==> config.mk <==
export PLATFORM = sky130hd
export DESIGN_NAME = hbm_mgmt_top
export DESIGN_NICKNAME = d
export VERILOG_FILES = /design/src/verilog/hbm_mgmt_pkg.sv /design/src/verilog/reg_bus_if.sv /design/src/verilog/hbm_mgmt_top.sv /design/src/verilog/apb_bridge.sv /design/src/verilog/hbm_reg_blk.sv /design/src/verilog/reg_decoder.sv /design/src/verilog/status_sync.sv
export SDC_FILE = /design/constraint.sdc
export NUM_CORES = 1
export LEC_CHECK = 0
export BUFFER_PORTS_ARGS = -buffer_cell sky130_fd_sc_hd__buf_2
export CORE_ASPECT_RATIO = 0.7
export CORE_MARGIN = 4
export CORE_UTILIZATION = 30
export CTS_CLUSTER_DIAMETER = 80
export DETAILED_ROUTE_END_ITERATION = 12
export SLEW_MARGIN = 20
export SYNTH_ARGS = -nofsm -noshare
export SYNTH_HDL_FRONTEND = slang
export SYNTH_SLANG_ARGS = --single-unit
==> constraint.sdc <==
create_clock -name clk -period 3 [get_ports clk]
set_input_delay 0.6 -clock clk [delete_from_list [all_inputs] [get_ports clk]]
set_output_delay 0.6 -clock clk [all_outputs]
set_load 0.01 [all_outputs]
==> src/verilog/hbm_mgmt_pkg.sv <==
`default_nettype none

package hbm_mgmt_pkg;

    // ----------------------------------------
    // Widths
    // ----------------------------------------
    localparam int ADDR_W = 12;
    localparam int DATA_W = 32;
    localparam int TEMP_W = 7;

    typedef logic [ADDR_W-1:0] addr_t;
    typedef logic [DATA_W-1:0] data_t;
    typedef logic [TEMP_W-1:0] temp_t;

    // ----------------------------------------
    // Address map
    // ----------------------------------------
    // Local registers live at 0x000..0x0FF, APB at 0x800..0xFFF
    localparam addr_t REG_LIMIT = 12'h0FF;
    localparam addr_t APB_BASE  = 12'h800;

    // Local register offsets
    localparam addr_t REG_CONTROL     = 12'h000;
    localparam addr_t REG_STATUS      = 12'h004;
    localparam addr_t REG_DRAM_STATUS = 12'h008;
    localparam addr_t REG_SCRATCH     = 12'h00C;

    // APB bridge FSM
    typedef enum logic [1:0] {
        BR_IDLE,
        BR_SETUP,
        BR_ACCESS
    } bridge_state_t;

endpackage : hbm_mgmt_pkg

`default_nettype wire
==> src/verilog/reg_bus_if.sv <==
`timescale 1ns/10ps
`default_nettype none

interface reg_bus_if;
    import hbm_mgmt_pkg::*;

    // Request side, valid in the req cycle
    logic  req;
    logic  wr;
    addr_t addr;
    data_t wdata;

    // Response side, valid with the ack pulse
    data_t rdata;
    logic  ack;
    logic  err;

    modport initiator (
        output req, wr, addr, wdata,
        input  rdata, ack, err
    );

    modport target (
        input  req, wr, addr, wdata,
        output rdata, ack, err
    );

endinterface : reg_bus_if

`default_nettype wire

==> src/verilog/hbm_mgmt_top.sv <==
`timescale 1ns/10ps
`default_nettype none

module hbm_mgmt_top (
    input  logic                clk,
    input  logic                rst_n,

    // Host register bus
    input  logic                host_req,
    input  logic                host_wr,
    input  hbm_mgmt_pkg::addr_t host_addr,
    input  hbm_mgmt_pkg::data_t host_wdata,
    output hbm_mgmt_pkg::data_t host_rdata,
    output logic                host_ack,
    output logic                host_err,

    // APB management port
    output logic                psel,
    output logic                penable,
    output logic                pwrite,
    output hbm_mgmt_pkg::addr_t paddr,
    output hbm_mgmt_pkg::data_t pwdata,
    input  hbm_mgmt_pkg::data_t prdata,
    input  logic                pready,
    input  logic                pslverr,

    // DRAM status, asynchronous
    input  logic                init_done,
    input  hbm_mgmt_pkg::temp_t dram_temp,
    input  logic                dram_cattrip,

    output logic                channel_rst,
    output logic                cattrip_alarm
);

    logic                init_done_s;
    hbm_mgmt_pkg::temp_t temp_s;
    logic                cattrip_s;

    reg_bus_if reg_bus ();
    reg_bus_if apb_bus ();

    // ----------------------------------------
    // Host access routing
    // ----------------------------------------
    reg_decoder i_reg_decoder (
        .clk        ( clk ),
        .rst_n      ( rst_n ),
        .host_req   ( host_req ),
        .host_wr    ( host_wr ),
        .host_addr  ( host_addr ),
        .host_wdata ( host_wdata ),
        .host_rdata ( host_rdata ),
        .host_ack   ( host_ack ),
        .host_err   ( host_err ),
        .reg_bus    ( reg_bus ),
        .apb_bus    ( apb_bus )
    );

    hbm_reg_blk i_hbm_reg_blk (
        .clk           ( clk ),
        .rst_n         ( rst_n ),
        .bus           ( reg_bus ),
        .init_done_s   ( init_done_s ),
        .temp_s        ( temp_s ),
        .cattrip_s     ( cattrip_s ),
        .channel_rst   ( channel_rst ),
        .cattrip_alarm ( cattrip_alarm )
    );

    apb_bridge i_apb_bridge (
        .clk     ( clk ),
        .rst_n   ( rst_n ),
        .bus     ( apb_bus ),
        .psel    ( psel ),
        .penable ( penable ),
        .pwrite  ( pwrite ),
        .paddr   ( paddr ),
        .pwdata  ( pwdata ),
        .prdata  ( prdata ),
        .pready  ( pready ),
        .pslverr ( pslverr )
    );

    // DRAM status into the clk domain
    status_sync i_status_sync (
        .clk         ( clk ),
        .rst_n       ( rst_n ),
        .init_done   ( init_done ),
        .temp        ( dram_temp ),
        .cattrip     ( dram_cattrip ),
        .init_done_s ( init_done_s ),
        .temp_s      ( temp_s ),
        .cattrip_s   ( cattrip_s )
    );

endmodule : hbm_mgmt_top

`default_nettype wire

==> src/verilog/apb_bridge.sv <==
`timescale 1ns/10ps
`default_nettype none

module apb_bridge (
    input  logic                clk,
    input  logic                rst_n,

    reg_bus_if.target           bus,

    // APB management port
    output logic                psel,
    output logic                penable,
    output logic                pwrite,
    output hbm_mgmt_pkg::addr_t paddr,
    output hbm_mgmt_pkg::data_t pwdata,
    input  hbm_mgmt_pkg::data_t prdata,
    input  logic                pready,
    input  logic                pslverr
);
    import hbm_mgmt_pkg::*;

    bridge_state_t state;
    logic          ack_q;
    logic          err_q;
    data_t         rdata_q;
    logic          start;
    logic          done;

    assign start = (state == BR_IDLE) && bus.req;
    assign done  = (state == BR_ACCESS) && pready;

    // ----------------------------------------
    // Phase FSM
    // ----------------------------------------
    always_ff @(posedge clk or negedge rst_n) begin
        if (!rst_n) begin
            state <= BR_IDLE;
            ack_q <= 1'b0;
        end else begin
            ack_q <= done;
            case (state)
                BR_IDLE:   if (bus.req) state <= BR_SETUP;
                BR_SETUP:  state <= BR_ACCESS;
                BR_ACCESS: if (pready) state <= BR_IDLE;
                default:   state <= BR_IDLE;
            endcase
        end
    end

    // Request held from setup until the slave is ready
    always_ff @(posedge clk) begin
        if (start) begin
            paddr  <= bus.addr;
            pwrite <= bus.wr;
            pwdata <= bus.wdata;
        end
        if (done) begin
            rdata_q <= prdata;
            err_q   <= pslverr;
        end
    end

    assign psel    = (state != BR_IDLE);
    assign penable = (state == BR_ACCESS);

    assign bus.ack   = ack_q;
    assign bus.rdata = rdata_q;
    assign bus.err   = err_q;

endmodule : apb_bridge

`default_nettype wire

==> src/verilog/hbm_reg_blk.sv <==
`timescale 1ns/10ps
`default_nettype none

module hbm_reg_blk (
    input  logic                clk,
    input  logic                rst_n,

    reg_bus_if.target           bus,

    // Synchronized DRAM status
    input  logic                init_done_s,
    input  hbm_mgmt_pkg::temp_t temp_s,
    input  logic                cattrip_s,

    output logic                channel_rst,
    output logic                cattrip_alarm
);
    import hbm_mgmt_pkg::*;

    logic  ctrl_rst;
    logic  alarm;
    data_t scratch;
    data_t rd_val;
    data_t rdata_q;
    logic  ack_q;
    logic  wr_en;

    assign wr_en = bus.req & bus.wr;

    // ----------------------------------------
    // Writable state
    // ----------------------------------------
    always_ff @(posedge clk or negedge rst_n) begin
        if (!rst_n) begin
            ctrl_rst    <= 1'b1;
            scratch     <= '0;
            alarm       <= 1'b0;
            channel_rst <= 1'b1;
        end else begin
            if (wr_en && bus.addr == REG_CONTROL) begin
                ctrl_rst <= bus.wdata[0];
            end
            if (wr_en && bus.addr == REG_SCRATCH) begin
                scratch <= bus.wdata;
            end
            // Trip sets, write-one clears, set wins
            if (cattrip_s) begin
                alarm <= 1'b1;
            end else if (wr_en && bus.addr == REG_DRAM_STATUS && bus.wdata[9]) begin
                alarm <= 1'b0;
            end
            channel_rst <= ctrl_rst;
        end
    end

    assign cattrip_alarm = alarm;

    // ----------------------------------------
    // Read path
    // ----------------------------------------
    always_comb begin
        rd_val = '0;
        case (bus.addr)
            REG_CONTROL:     rd_val[0] = ctrl_rst;
            REG_STATUS:      rd_val[1:0] = {init_done_s, channel_rst};
            REG_DRAM_STATUS: rd_val[9:0] = {alarm, cattrip_s, 1'b0, temp_s};
            REG_SCRATCH:     rd_val = scratch;
            default:         rd_val = '0;
        endcase
    end

    always_ff @(posedge clk) begin
        if (bus.req) begin
            rdata_q <= rd_val;
        end
    end

    always_ff @(posedge clk or negedge rst_n) begin
        if (!rst_n) begin
            ack_q <= 1'b0;
        end else begin
            ack_q <= bus.req;
        end
    end

    assign bus.ack   = ack_q;
    assign bus.rdata = rdata_q;
    // Local accesses never fail
    assign bus.err   = 1'b0;

endmodule : hbm_reg_blk

`default_nettype wire

==> src/verilog/reg_decoder.sv <==
`timescale 1ns/10ps
`default_nettype none

module reg_decoder (
    input  logic                clk,
    input  logic                rst_n,

    // Host side
    input  logic                host_req,
    input  logic                host_wr,
    input  hbm_mgmt_pkg::addr_t host_addr,
    input  hbm_mgmt_pkg::data_t host_wdata,
    output hbm_mgmt_pkg::data_t host_rdata,
    output logic                host_ack,
    output logic                host_err,

    // Targets
    reg_bus_if.initiator        reg_bus,
    reg_bus_if.initiator        apb_bus
);
    import hbm_mgmt_pkg::*;

    logic in_reg;
    logic in_apb;
    logic miss_ack;

    // Region decode
    assign in_reg = (host_addr <= REG_LIMIT);
    assign in_apb = (host_addr >= APB_BASE);

    // Both targets see the same request fields, only req is steered
    assign reg_bus.req   = host_req & in_reg;
    assign reg_bus.wr    = host_wr;
    assign reg_bus.addr  = host_addr;
    assign reg_bus.wdata = host_wdata;

    assign apb_bus.req   = host_req & in_apb;
    assign apb_bus.wr    = host_wr;
    assign apb_bus.addr  = host_addr;
    assign apb_bus.wdata = host_wdata;

    // Unmapped hole answers by itself one cycle later
    always_ff @(posedge clk or negedge rst_n) begin
        if (!rst_n) begin
            miss_ack <= 1'b0;
        end else begin
            miss_ack <= host_req & ~in_reg & ~in_apb;
        end
    end

    // Response mux, only one target answers at a time
    assign host_ack   = reg_bus.ack | apb_bus.ack | miss_ack;
    assign host_err   = (reg_bus.ack & reg_bus.err) | (apb_bus.ack & apb_bus.err) | miss_ack;
    assign host_rdata = reg_bus.ack ? reg_bus.rdata :
                        apb_bus.ack ? apb_bus.rdata : '0;

endmodule : reg_decoder

`default_nettype wire

==> src/verilog/status_sync.sv <==
`timescale 1ns/10ps
`default_nettype none

module status_sync (
    input  logic                clk,
    input  logic                rst_n,

    input  logic                init_done,
    input  hbm_mgmt_pkg::temp_t temp,
    input  logic                cattrip,

    output logic                init_done_s,
    output hbm_mgmt_pkg::temp_t temp_s,
    output logic                cattrip_s
);
    import hbm_mgmt_pkg::*;

    localparam int VEC_W = TEMP_W + 2;

    logic [VEC_W-1:0] meta;
    logic [VEC_W-1:0] sync;
    logic [VEC_W-1:0] held;

    // Two flop synchronizer, then a hold stage that only takes a settled word
    always_ff @(posedge clk or negedge rst_n) begin
        if (!rst_n) begin
            meta <= '0;
            sync <= '0;
            held <= '0;
        end else begin
            meta <= {init_done, temp, cattrip};
            sync <= meta;
            // Skip a temperature caught mid change
            if (sync == meta) begin
                held <= sync;
            end
        end
    end

    assign {init_done_s, temp_s, cattrip_s} = held;

endmodule : status_sync

`default_nettype wire

* Yosys cells after proc, flatten, opt, wreduce, memory -nomap -nowiden *
Cells that the tools add are included.
Widths: inputs -> output; s select.

word-level totals
  flip-flop bits (word level) = 177
  bits of input ports = 91
  output and inout bits = 83
  logic and storage cells = 60

cells by class
  magnitude comparators = 2
  equal/unequal tests = 8
  mux-type cells = 10
  bitwise gates (word level) = 11
  reductions and logical operators = 11

operators with widths
  cell                  number
  $mux 32               2
  $eq 12x4->1 const B   2
  $pmux 8 s2            1
  $eq 12x3->1 const B   1
  $ge 12x12->1 const B  1
  $le 12x8->1 const B   1
  $logic_not 12->1      1
  $eq 9x9->1            1
  $and 1x1->1           6
  $logic_and 1x1->1     6
  $pmux 2 s3            1
  $mux 2                2
  $ne 2x1->1 const B    2
  $pmux 1 s4            1
  $reduce_bool 2->1     2
  $or 1x1->1            3
  $pmux 1 s3            1
  $eq 2x1->1 const B    1
  $eq 2x2->1 const B    1
  $logic_not 2->1       1
  $mux 1                2
  $not 1->1             2
  $reduce_and 2->1      1

* Depth between registers and ports, before layout *
Gate-level depths: netlist of run 1.

  depth after elaboration = 7
  depth in mapped cells = 5
  mapped depth without buffers = 4

* Hierarchy *
From an unflattened synthesis of run 1, not the netlist that was laid out.

second synthesis, totals
  cell total of the unflattened synthesis = 446
  area, all modules = 7181.9 µm²

modules (own cells, without submodules)
  module       instances  cells each  area each (µm²)
  hbm_reg_blk  1          169         2720.1
  apb_bridge   1          89          2463.6
  reg_decoder  1          140         1103.6
  status_sync  1          48          894.6

* Least setup slack after synthesis of run 1 *
OpenSTA, ideal clock, no wires.

  kind = reg-to-reg
  from = register i_apb_bridge.state[1]
  to = register i_apb_bridge.paddr[0] (enable)
  arrival time = 2.635 ns
  required time = 2.552 ns
  path slack = -0.083 ns
  stages on the path, launching flop included = 3
  buffers on the path = 0
  clock period less this slack = 3.083 ns
  cells stage by stage = dfrtp_1 > or2_2 > nor2_1

between the ends
  word-level cells in the longest chain between the ends = 2

ends and longest elaborated chain
  item                    RTL line          RTL
  start, declared         apb_bridge.sv:22  bridge_state_t state;
  start signal, assigned  apb_bridge.sv:37  state <= BR_IDLE;
  start signal, assigned  apb_bridge.sv:42  BR_IDLE: if (bus.req) state <= BR_SETUP;
  start signal, assigned  apb_bridge.sv:43  BR_SETUP: state <= BR_ACCESS;
  $logic_not 2->1         apb_bridge.sv:29  assign start = (state == BR_IDLE) && bus.req;
  $logic_and 1x1->1       apb_bridge.sv:29
  via i_apb_bridge.start  apb_bridge.sv:26  logic start;
  end signal, assigned    apb_bridge.sv:53  paddr <= bus.addr;
  end, declared           apb_bridge.sv:14  output hbm_mgmt_pkg::addr_t paddr,

The timed path passes the listed nets, and every way through them passes these cells.
A chain may end at the register's enable or synchronous reset.

* Final worst setup path of run 1 *
  from = register i_apb_bridge.ack_q, in the netlist i_apb_bridge.bus.ack
  to = output port host_rdata[25]

between the ends
  word-level cells in the longest chain between the ends = 2

ends and longest elaborated chain
  item                    RTL line            RTL
  start, declared         apb_bridge.sv:23    logic ack_q;
  start signal, assigned  apb_bridge.sv:40    ack_q <= done;
  $mux 32                 reg_decoder.sv:55   apb_bus.ack ? apb_bus.rdata : '0;
  $mux 32                 reg_decoder.sv:54   assign host_rdata = reg_bus.ack ? reg_bus.rdata :
  end, declared           hbm_mgmt_top.sv:13  output hbm_mgmt_pkg::data_t host_rdata,

Every way passes these cells.

==> impl_metrics.env, run 1 <==
export IMPL_finish_net_count=627
export IMPL_dieHeight_um=132
export IMPL_clock_sinks=177
export IMPL_power_switching_share_pct=22.3
export IMPL_min_hold_slack_ns=0.291
export IMPL_core_rowCount=44
export IMPL_critical_path_max_stage_delay_ns=0.40
export IMPL_synth_cells=349
export IMPL_critical_path_source_type="flop"
export IMPL_routed_wire_length_per_instance_um=18.0
export IMPL_postRouteWirelength_um=14900
export IMPL_postCtsSetupRepairBufs=0
export IMPL_intPower_w=0.00405
export IMPL_drv_max_cap_violation_count=0
export IMPL_fin_max_slew_vios=0
export IMPL_dp_hpwl_um=10500
export IMPL_power_frac_comb_pct=6.6
export IMPL_number_of_placed_i_o_pins=174
export IMPL_clock_latency_ns=0.41
export IMPL_synth_top_cells_by_area="sky130_fd_sc_hd__edfxtp_1 50%, sky130_fd_sc_hd__dfrtp_1 25%, sky130_fd_sc_hd__mux2_4 6.9%"
export IMPL_netlist_top_cell_by_area="sky130_fd_sc_hd__edfxtp_1"
export IMPL_grt_first_pass_wirelength_um=22700
export IMPL_cp_data_arrival_time_ns=1.88
export IMPL_leakage_nw=3.58
export IMPL_final_common_cell="sky130_fd_sc_hd__buf_2"
export IMPL_grt_max_degree=68
export IMPL_status="finished clean"
export IMPL_max_ir_drop_vdd_v=0.000414
export IMPL_area_growth_syn_to_layout_pct=27.5
export IMPL_worst_endpoint_required_ns=2.40
export IMPL_hold_viol=0
export IMPL_multi_input_area_sq_um=1480
export IMPL_holdCritPathClass="input port to flop"
export IMPL_worst_slew_margin_relative_to_its_limit_pct=40.5
export IMPL_layout_area_seq_sq_um=4980
export IMPL_power_density_nw_per_um2=625
export IMPL_clock_slew_seen_by_the_registers_of_the_worst_setup_and_hold_paths_ns=0.07
export IMPL_effective_utilization_at_floorplan_pct=31.1
export IMPL_cts_tree="done"
export IMPL_synth_seq_area_share_pct=76.1
export IMPL_cp_startpoint="i_apb_bridge.bus.ack"
export IMPL_cts_root_to_sink_buffers=2
export IMPL_buffer_type_at_the_clock_tree_root="sky130_fd_sc_hd__clkbuf_16"
export IMPL_mostFrequentLayoutCells="172 x sky130_fd_sc_hd__buf_2, 110 x sky130_fd_sc_hd__edfxtp_1, 65 x sky130_fd_sc_hd__dfrtp_1"
export IMPL_drcViolationCount=0
export IMPL_global_route_overflow_total=0
export IMPL_synth_fp_nets=440
export IMPL_place_port_buffers=173
export IMPL_htreeDepth=4
export IMPL_initial_antenna_violation_count=2
export IMPL_critical_path_cell_chain="nor2b_4 > buf_4 > a22o_1 > buf_2"
export IMPL_finalSetupViolCount=0
export IMPL_final_layout_size_suffix_gt1_share_pct=49.2
export IMPL_grt_use_total_pct=12.3
export IMPL_final_setup_skew_ns=0.00731
export IMPL_synth_ff_type="sky130_fd_sc_hd__edfxtp_1"
export IMPL_netlist_area_sq_um=6550
export IMPL_firstDrtPassIters=5
export IMPL_dr_total_vias=3636
export IMPL_share_seq_of_total_power_pct=52.4
export IMPL_synth_top_area_share_pct=50.4
export IMPL_fp_coreArea_sq_um=21100
export IMPL_drt_antenna_violating_nets=0
export IMPL_critPathKind="flop to primary output"
export IMPL_clock_fmax_ghz=0.403
export IMPL_synthArstFlopShare_pct=37.9
export IMPL_die_width_um=185
export IMPL_min_period_ns=2.48
export IMPL_final_layout_fill_cell_count=1986
export IMPL_grt_pass1_vias=3916
export IMPL_yosysWarningCount=0
export IMPL_totalNegativeSetupSlack_ns=0
export IMPL_critPathMaxFanout=24
export IMPL_endpoint_class_of_the_critical_path="primary output"
export IMPL_postSynthRegisterBits=177
export IMPL_cts_made_buffers=17
export IMPL_insertedDiodeCount=0
export IMPL_floorplan_die_area_sq_um=24300
export IMPL_cp_slowest_cell="sky130_fd_sc_hd__dfrtp_1"
export IMPL_via_per_inst=4.41
export IMPL_timing_rr_start="i_apb_bridge.state[1]"
export IMPL_synthesis_area_per_instance_sq_um=18.8
export IMPL_drt_first_iter_violations=183
export IMPL_gp_routability_congestion=0.774
export IMPL_hp_start="dram_temp[4]"
export IMPL_synth_cell_types=36
export IMPL_count_of_flip_flops_with_a_built_in_enable_after_synthesis=110
export IMPL_switching_pwr_w=0.00116
export IMPL_tightest_slew_ns=0.892
export IMPL_timing_final_crit_share_pct=82.6
export IMPL_post_cts_resized_instances=0
export IMPL_rsz_0062_raised_after_global_routing="false"
export IMPL_postCtsHoldBufs=0
export IMPL_power_share_clock_pct=41.1
-- cell families after synthesis --
kind of cell | share of synthesized area (%)
compound gates | 4.57
mux | 10.7
buf+inv | 1.66
xor+xnor | 1.20
flops | 76.1
simple gates | 5.79
-- power by group through the flow --
stage / Combinational, W / Sequential [W] / Clock [W]
final: 0.000342 / 0.00273 / 0.00214
after detailed placement: 0.000351 / 0.00278 / 0
after CTS: 0.000352 / 0.00273 / 0.00221
after floorplan: 0.000125 / 0.00279 / 0
after global routing: 0.000379 / 0.00274 / 0.00231
after global placement: 0.000345 / 0.00278 / 0
-- metal layers --
layer	vias up	global-route usage (%)	wire length [um]
li1	1679	-	-
met1	1818	17.5	7110
met2	123	18.0	6550
met3	12	3.56	1060
met4	4	4.06	149
met5	-	0	24
-- state kept, by name, indices dropped and copies added, names as in the netlist --
register	flops
i_apb_bridge.pwrite	1
i_apb_bridge.bus.ack	1
i_apb_bridge.bus.err	1
i_status_sync.sync	9
i_hbm_reg_blk.bus.ack	1
i_hbm_reg_blk.scratch	32
i_status_sync.held	9
i_apb_bridge.state	2
i_apb_bridge.paddr	12
i_apb_bridge.bus.rdata	32
i_hbm_reg_blk.cattrip_alarm	1
i_hbm_reg_blk.ctrl_rst	1
i_hbm_reg_blk.bus.rdata	32
i_hbm_reg_blk.channel_rst	1
i_status_sync.meta	9
i_reg_decoder.miss_ack	1
i_apb_bridge.pwdata	32
-- critical path, delay by kind of cell (launching register included) --
kind | cells | cell delay (ns)
DFF | 1 | 0.40
and+or+nand+nor | 1 | 0.33
AOI/OAI and AO/OA | 1 | 0.23
buffers and inverters | 2 | 0.51
-- area by class of cell --
cell class / instances / share of cell area (%)
Sequential cell: 177 / 59.7
Multi-Input combinational cell: 156 / 17.7
Clock inverter: 10 / 1.20
Timing Repair Buffer: 182 / 11.5
Clock buffer: 22 / 5.68
Inverter: 2 / 0.0900
Tap cell: 276 / 4.14
-- metrics by stage --
step           util, %  area, sq um  power (W)  instances  setup WS [ns]
6_report          39.6         8350    0.00522        825          0.521
5_1_grt           39.6         8350    0.00543        825          0.398
4_1_cts           39.6         8350    0.00530        825          0.459
3_5_place_dp      36.9         7770    0.00313        793          0.610
3_3_place_gp      36.9         7770    0.00312        793          0.620
2_1_floorplan        -         6550    0.00292        349          0.666
-- Yosys cell counts, types with 2 or more instances --
cell                       count
sky130_fd_sc_hd__a22o_1       31
sky130_fd_sc_hd__buf_12        3
sky130_fd_sc_hd__mux2_2       13
sky130_fd_sc_hd__nand2_1       5
sky130_fd_sc_hd__clkbuf_1     10
sky130_fd_sc_hd__xnor2_1       7
sky130_fd_sc_hd__nor4_2        2
sky130_fd_sc_hd__dfstp_2       2
sky130_fd_sc_hd__inv_1         2
sky130_fd_sc_hd__mux2i_1       8
sky130_fd_sc_hd__dfrtp_1      65
sky130_fd_sc_hd__mux2_4       30
sky130_fd_sc_hd__edfxtp_1    110
sky130_fd_sc_hd__xor2_1        2
sky130_fd_sc_hd__nor2_1       14
sky130_fd_sc_hd__nor2b_1       2
sky130_fd_sc_hd__and2_1       24
-- path summary, 6_finish.rpt --
path                                             end  slack (ns)  depth (start not counted)
max                                   host_rdata[25]        0.52                          4
max reg2reg                  i_apb_bridge.pwdata[24]        1.09                          3
min                            i_status_sync.meta[5]        0.29                          1
min in group asynchronous   i_hbm_reg_blk.scratch[4]        0.32                          1
min reg2reg                i_hbm_reg_blk.channel_rst        0.37                          0
max in group asynchronous      i_hbm_reg_blk.bus.ack        2.10                          1
Power figures use the tool's default switching activity.
==> run 2, diff against run 1 <==
==> constraint.sdc (replaced) <==
create_clock -name clk -period 2.1 [get_ports clk]
set_input_delay 0.42 -clock clk [delete_from_list [all_inputs] [get_ports clk]]
set_output_delay 0.42 -clock clk [all_outputs]
set_load 0.01 [all_outputs]
==> impl_metrics.env, run 2 (synthesis gave the netlist of run 1 again) <==
export IMPL_timing_final_crit_share_pct=95.0
export IMPL_holdCritPathClass="input port to flop"
export IMPL_finalSetupViolCount=0
export IMPL_dp_cells=800
export IMPL_grt_use_total_pct=12.4
export IMPL_cts_root_to_sink_buffers=2
export IMPL_place_port_buffers=173
export IMPL_power_density_nw_per_um2=885
export IMPL_rsz_0062_raised_after_global_routing="false"
export IMPL_via_per_inst=4.44
export IMPL_fp_coreArea_sq_um=21100
export IMPL_setup_slack_ns=0.106
export IMPL_totalNegativeSetupSlack_ns=0
export IMPL_final_layout_size_suffix_gt1_share_pct=50.0
export IMPL_final_layout_fill_cell_count=1960
export IMPL_cp_num_buf_inv=2
export IMPL_status="finished clean"
export IMPL_htreeDepth=4
export IMPL_area_post_placement_sq_um=7890
export IMPL_die_width_um=185
export IMPL_leakage_nw=3.64
export IMPL_final_common_cell="sky130_fd_sc_hd__buf_2"
export IMPL_dp_hpwl_um=10300
export IMPL_finish_net_count=636
export IMPL_multi_input_area_sq_um=1480
export IMPL_drt_first_iter_violations=192
export IMPL_critPathKind="flop to primary output"
export IMPL_power_frac_comb_pct=6.7
export IMPL_firstDrtPassIters=4
export IMPL_tightest_slew_ns=0.502
export IMPL_insertedDiodeCount=0
export IMPL_worst_slew_margin_relative_to_its_limit_pct=66.5
export IMPL_clock_fmax_ghz=0.501
export IMPL_min_period_ns=1.99
export IMPL_critical_path_cell_chain="buf_6 > or3_1 > buf_2"
export IMPL_endpoint_class_of_the_critical_path="primary output"
export IMPL_grt_first_pass_wirelength_um=23100
export IMPL_routed_wire_length_per_instance_um=17.5
export IMPL_final_setup_skew_ns=0.00771
export IMPL_intPower_w=0.00583
export IMPL_clock_latency_ns=0.42
export IMPL_number_of_placed_i_o_pins=174
export IMPL_postRouteWirelength_um=14600
export IMPL_dr_total_vias=3703
export IMPL_buffer_type_at_the_clock_tree_root="sky130_fd_sc_hd__clkbuf_16"
export IMPL_min_hold_slack_ns=0.108
export IMPL_cp_top_family="flip-flops"
export IMPL_effective_utilization_at_floorplan_pct=31.1
export IMPL_max_ir_drop_vdd_v=0.000510
export IMPL_clock_sinks=177
export IMPL_final_non_filler_cell_total=834
export IMPL_switching_pwr_w=0.00169
export IMPL_initial_antenna_violation_count=2
export IMPL_critical_path_source_type="flop"
export IMPL_cp_slowest_cell="sky130_fd_sc_hd__dfrtp_1"
export IMPL_critPathMaxFanout=34
export IMPL_cts_made_buffers=17
export IMPL_drt_antenna_violating_nets=0
export IMPL_power_switching_share_pct=22.4
export IMPL_post_route_cell_area_sq_um=8490
export IMPL_mostFrequentLayoutCells="172 x sky130_fd_sc_hd__buf_2, 110 x sky130_fd_sc_hd__edfxtp_1, 65 x sky130_fd_sc_hd__dfrtp_1"
export IMPL_clock_slew_seen_by_the_registers_of_the_worst_setup_and_hold_paths_ns=0.07
export IMPL_drv_max_cap_violation_count=0
export IMPL_dieHeight_um=132
export IMPL_area_growth_syn_to_layout_pct=29.7
export IMPL_cp_data_arrival_time_ns=1.57
export IMPL_share_seq_of_total_power_pct=51.9
export IMPL_core_rowCount=44
export IMPL_layout_area_seq_sq_um=4980
export IMPL_drcViolationCount=0
export IMPL_critical_path_max_stage_delay_ns=0.42
export IMPL_worst_endpoint_required_ns=1.68
export IMPL_grt_pass1_vias=3983
export IMPL_cts_tree="done"
export IMPL_hold_viol=0
export IMPL_fin_max_slew_vios=0
export IMPL_gp_routability_congestion=0.757
export IMPL_floorplan_die_area_sq_um=24300
export IMPL_global_route_overflow_total=0
export IMPL_power_share_clock_pct=41.4
export IMPL_preCtsSetupSlack_ns=-0.0477
export IMPL_grt_max_degree=36
-- run 2: cell types whose count changed in the layout (fill, tap and decap cells not counted), moves of 2 or more --
cell / previous run / this run
sky130_fd_sc_hd__clkbuf_8: 3 / 0
sky130_fd_sc_hd__buf_12: 2 / 7
sky130_fd_sc_hd__buf_4: 8 / 10
sky130_fd_sc_hd__inv_6: 2 / 4
sky130_fd_sc_hd__clkbuf_1: 2 / 0
-- run 2: through the flow --
step           util, %  power [W]
2_1_floorplan        -    0.00417
3_3_place_gp      37.4    0.00447
3_5_place_dp      37.4    0.00449
4_1_cts           40.2    0.00763
5_1_grt           40.3    0.00784
6_report          40.3    0.00751
-- run 2: repair_timing --
action                     CTS  global route
resized for setup            0             1
gates cloned                 0             0
hold buffers                 1             0
pin swaps                    0             0
setup buffers                1             0
setup endpoints to repair   12            27
hold endpoints to repair    34             0
-- run 2: layout make-up --
cell class / instances / area share, %
clock buffer: 17 / 5.01
clock inverter: 15 / 1.84
inverter: 2 / 0.0884
multi-input combinational: 156 / 17.4
sequential: 177 / 58.7
tap: 276 / 4.07
timing repair buffer: 191 / 12.9
-- run 2: per-layer routing --
layer	track usage, %	wire (um)	up-vias
met4	3.69	137	4
met3	3.76	1100	11
met5	0	25	-
met1	17.7	6830	1855
met2	18.2	6490	128
li1	-	-	1705
-- run 2: worst paths after layout --
check	slack (ns)	start	endpoint	depth (start not counted)
worst max-delay path	0.11	i_hbm_reg_blk.bus.ack	host_ack	3
min in group asynchronous	0.51	rst_n	i_status_sync.held[6]	2
worst min register to register	0.38	i_hbm_reg_blk.ctrl_rst	i_hbm_reg_blk.channel_rst	0
worst min-delay path	0.11	init_done	i_status_sync.meta[8]	1
max in group asynchronous	0.97	rst_n	i_hbm_reg_blk.ctrl_rst	3
worst max register to register	0.45	i_status_sync.sync[2]	i_status_sync.held[7]	5
-- run 2: power by group through the flow --
stage | Combinational, W | Clock, W | Sequential, W
3_5_place_dp | 0.000513 | 0 | 0.00397
4_1_cts | 0.000519 | 0.00321 | 0.00390
6_report | 0.000506 | 0.00311 | 0.00390
5_1_grt | 0.000559 | 0.00337 | 0.00391
2_1_floorplan | 0.000180 | 0 | 0.00399
3_3_place_gp | 0.000501 | 0 | 0.00397
==> run 3, diff against run 2 <==
--- a/config.mk
+++ b/config.mk
@@ -7,10 +7,11 @@
 export LEC_CHECK = 0
 export BUFFER_PORTS_ARGS = -buffer_cell sky130_fd_sc_hd__buf_2
 export CORE_ASPECT_RATIO = 0.7
-export CORE_MARGIN = 4
-export CORE_UTILIZATION = 30
+export CORE_MARGIN = 5
+export CORE_UTILIZATION = 47
 export CTS_CLUSTER_DIAMETER = 80
 export DETAILED_ROUTE_END_ITERATION = 12
+export PLACE_DENSITY = 0.75
 export SLEW_MARGIN = 20
 export SYNTH_ARGS = -nofsm -noshare
 export SYNTH_HDL_FRONTEND = slang
==> impl_metrics.env, run 3 (synthesis gave the netlist of run 1 again) <==
export IMPL_worst_hold_path_num_cells=1
export IMPL_critPathMaxFanout=30
export IMPL_final_setup_skew_ns=0.0117
export IMPL_fin_max_slew_vios=0
export IMPL_critical_path_max_stage_delay_ns=0.48
export IMPL_hold_viol=0
export IMPL_totalNegativeSetupSlack_ns=0
export IMPL_endpoint_class_of_the_critical_path="primary output"
export IMPL_final_layout_fill_cell_count=1056
export IMPL_cp_data_arrival_time_ns=1.59
export IMPL_routed_wire_length_per_instance_um=18.5
export IMPL_area_post_placement_sq_um=7770
export IMPL_drt_first_iter_violations=154
export IMPL_clock_fmax_ghz=0.498
export IMPL_rsz_0062_raised_after_global_routing="false"
export IMPL_cts_root_to_sink_buffers=2
export IMPL_clock_slew_seen_by_the_registers_of_the_worst_setup_and_hold_paths_ns=0.07
export IMPL_worst_slew_margin_relative_to_its_limit_pct=65.7
export IMPL_grt_max_degree=40
export IMPL_timing_final_crit_share_pct=95.7
export IMPL_dieHeight_um=109
export IMPL_worst_endpoint_required_ns=1.68
export IMPL_holdCritPathClass="input port to flop"
export IMPL_drv_max_cap_violation_count=0
export IMPL_die_width_um=151
export IMPL_min_period_ns=2.01
export IMPL_clock_latency_ns=0.42
export IMPL_fp_coreArea_sq_um=13800
export IMPL_clock_sinks=177
export IMPL_status="finished clean"
export IMPL_place_port_buffers=173
export IMPL_cp_slowest_cell="sky130_fd_sc_hd__dfrtp_2"
export IMPL_number_of_placed_i_o_pins=174
export IMPL_drt_antenna_violating_nets=0
export IMPL_critical_path_source_type="flop"
export IMPL_grt_pass1_vias=4005
export IMPL_via_per_inst=4.92
export IMPL_floorplan_die_area_sq_um=16400
export IMPL_buffer_type_at_the_clock_tree_root="sky130_fd_sc_hd__clkbuf_16"
export IMPL_tightest_slew_ns=0.514
export IMPL_global_route_overflow_total=0
export IMPL_finalSetupViolCount=0
export IMPL_postRouteWirelength_um=13900
export IMPL_htreeDepth=4
export IMPL_worst_r2r_cell_count=5
export IMPL_area_growth_syn_to_layout_pct=28.1
export IMPL_core_rowCount=36
export IMPL_post_route_cell_area_sq_um=8380
export IMPL_dp_hpwl_um=9920
export IMPL_dr_total_vias=3706
export IMPL_firstDrtPassIters=4
export IMPL_final_layout_size_suffix_gt1_share_pct=50.5
export IMPL_critPathKind="flop to primary output"
export IMPL_leakage_nw=3.67
export IMPL_power_density_nw_per_um2=884
export IMPL_mostFrequentLayoutCells="172 x sky130_fd_sc_hd__buf_2, 110 x sky130_fd_sc_hd__edfxtp_1, 64 x sky130_fd_sc_hd__dfrtp_1"
export IMPL_initial_antenna_violation_count=0
export IMPL_drcViolationCount=0
export IMPL_effective_utilization_at_floorplan_pct=47.5
export IMPL_critical_path_cell_chain="buf_12 > or3_1 > buf_2"
export IMPL_cts_tree="done"
export IMPL_gp_routability_congestion=0.739
export IMPL_cts_made_buffers=17
export IMPL_final_common_cell="sky130_fd_sc_hd__buf_2"
export IMPL_grt_first_pass_wirelength_um=21600
export IMPL_max_ir_drop_vdd_v=0.000525
export IMPL_grt_use_total_pct=17.7
export IMPL_finish_net_count=640
-- run 3: repair_timing --
action / 4_1_cts / 5_1_grt
resized for setup: 3 / 2
buffers inserted: 0 / 2
hold buffers: 1 / 0
endpoints found under the hold margin: 35 / 0
setup endpoints to repair: 22 / 19
-- run 3: final timing paths --
| kind | startpoint | end | slack, ns |
|---|---|---|---|
| min in group asynchronous | rst_n | i_status_sync.meta[7] | 0.50 |
| max | i_hbm_reg_blk.bus.ack | host_ack | 0.09 |
| max in group asynchronous | rst_n | i_hbm_reg_blk.scratch[17] | 0.91 |
| max reg2reg | i_status_sync.meta[8] | i_status_sync.held[1] | 0.48 |
| min | dram_cattrip | i_status_sync.meta[0] | 0.1 |
| min reg2reg | i_hbm_reg_blk.ctrl_rst | i_hbm_reg_blk.channel_rst | 0.38 |
-- run 3: cell type report --
class	instances	area (sq um)	share of cell area [%]
tap	190	238	2.84
clock inverter	12	90.1	1.07
inverter	2	7.51	0.0895
multi-input combinational	156	1470	17.6
antenna	1	2.50	0.0298
clock buffer	20	479	5.72
sequential	177	4980	59.4
timing repair buffer	195	1110	13.3
-- run 3: critical path, delay by kind of cell (launching register included) --
family,cells,cell delay (ns)
buf+inv,2,0.33
flops,1,0.48
simple gates,1,0.34
-- run 3: power breakdown --
group | internal, W | switching (W)
combinational | 0.000216 | 0.000283
sequential | 0.00385 | 0.0000531
clock | 0.00168 | 0.00134
-- run 3: metal layers --
layer | track usage, % | vias up | share of wire (%)
met2 | 27.4 | 147 | 45
li1 | - | 1712 | -
met5 | 0 | - | 0
met1 | 24.5 | 1834 | 45
met3 | 5.48 | 13 | 8.5
met4 | 5.05 | 0 | 1.1
-- run 3: per-stage QoR --
stage / setup slack, ns / total power [W] / hold slack (ns) / instances / util [%]
after floorplan: 0.152 / 0.00417 / 0.124 / 349 / -
after global routing: 0.00213 / 0.00771 / 0.0744 / 752 / 60.8
after CTS: 0.0295 / 0.00750 / 0.0824 / 750 / 60.6
after global placement: 0.0342 / 0.00445 / 0.363 / 717 / 56.4
final: 0.0904 / 0.00741 / 0.0993 / 753 / 60.8
after detailed placement: 0.0117 / 0.00448 / 0.365 / 717 / 56.4
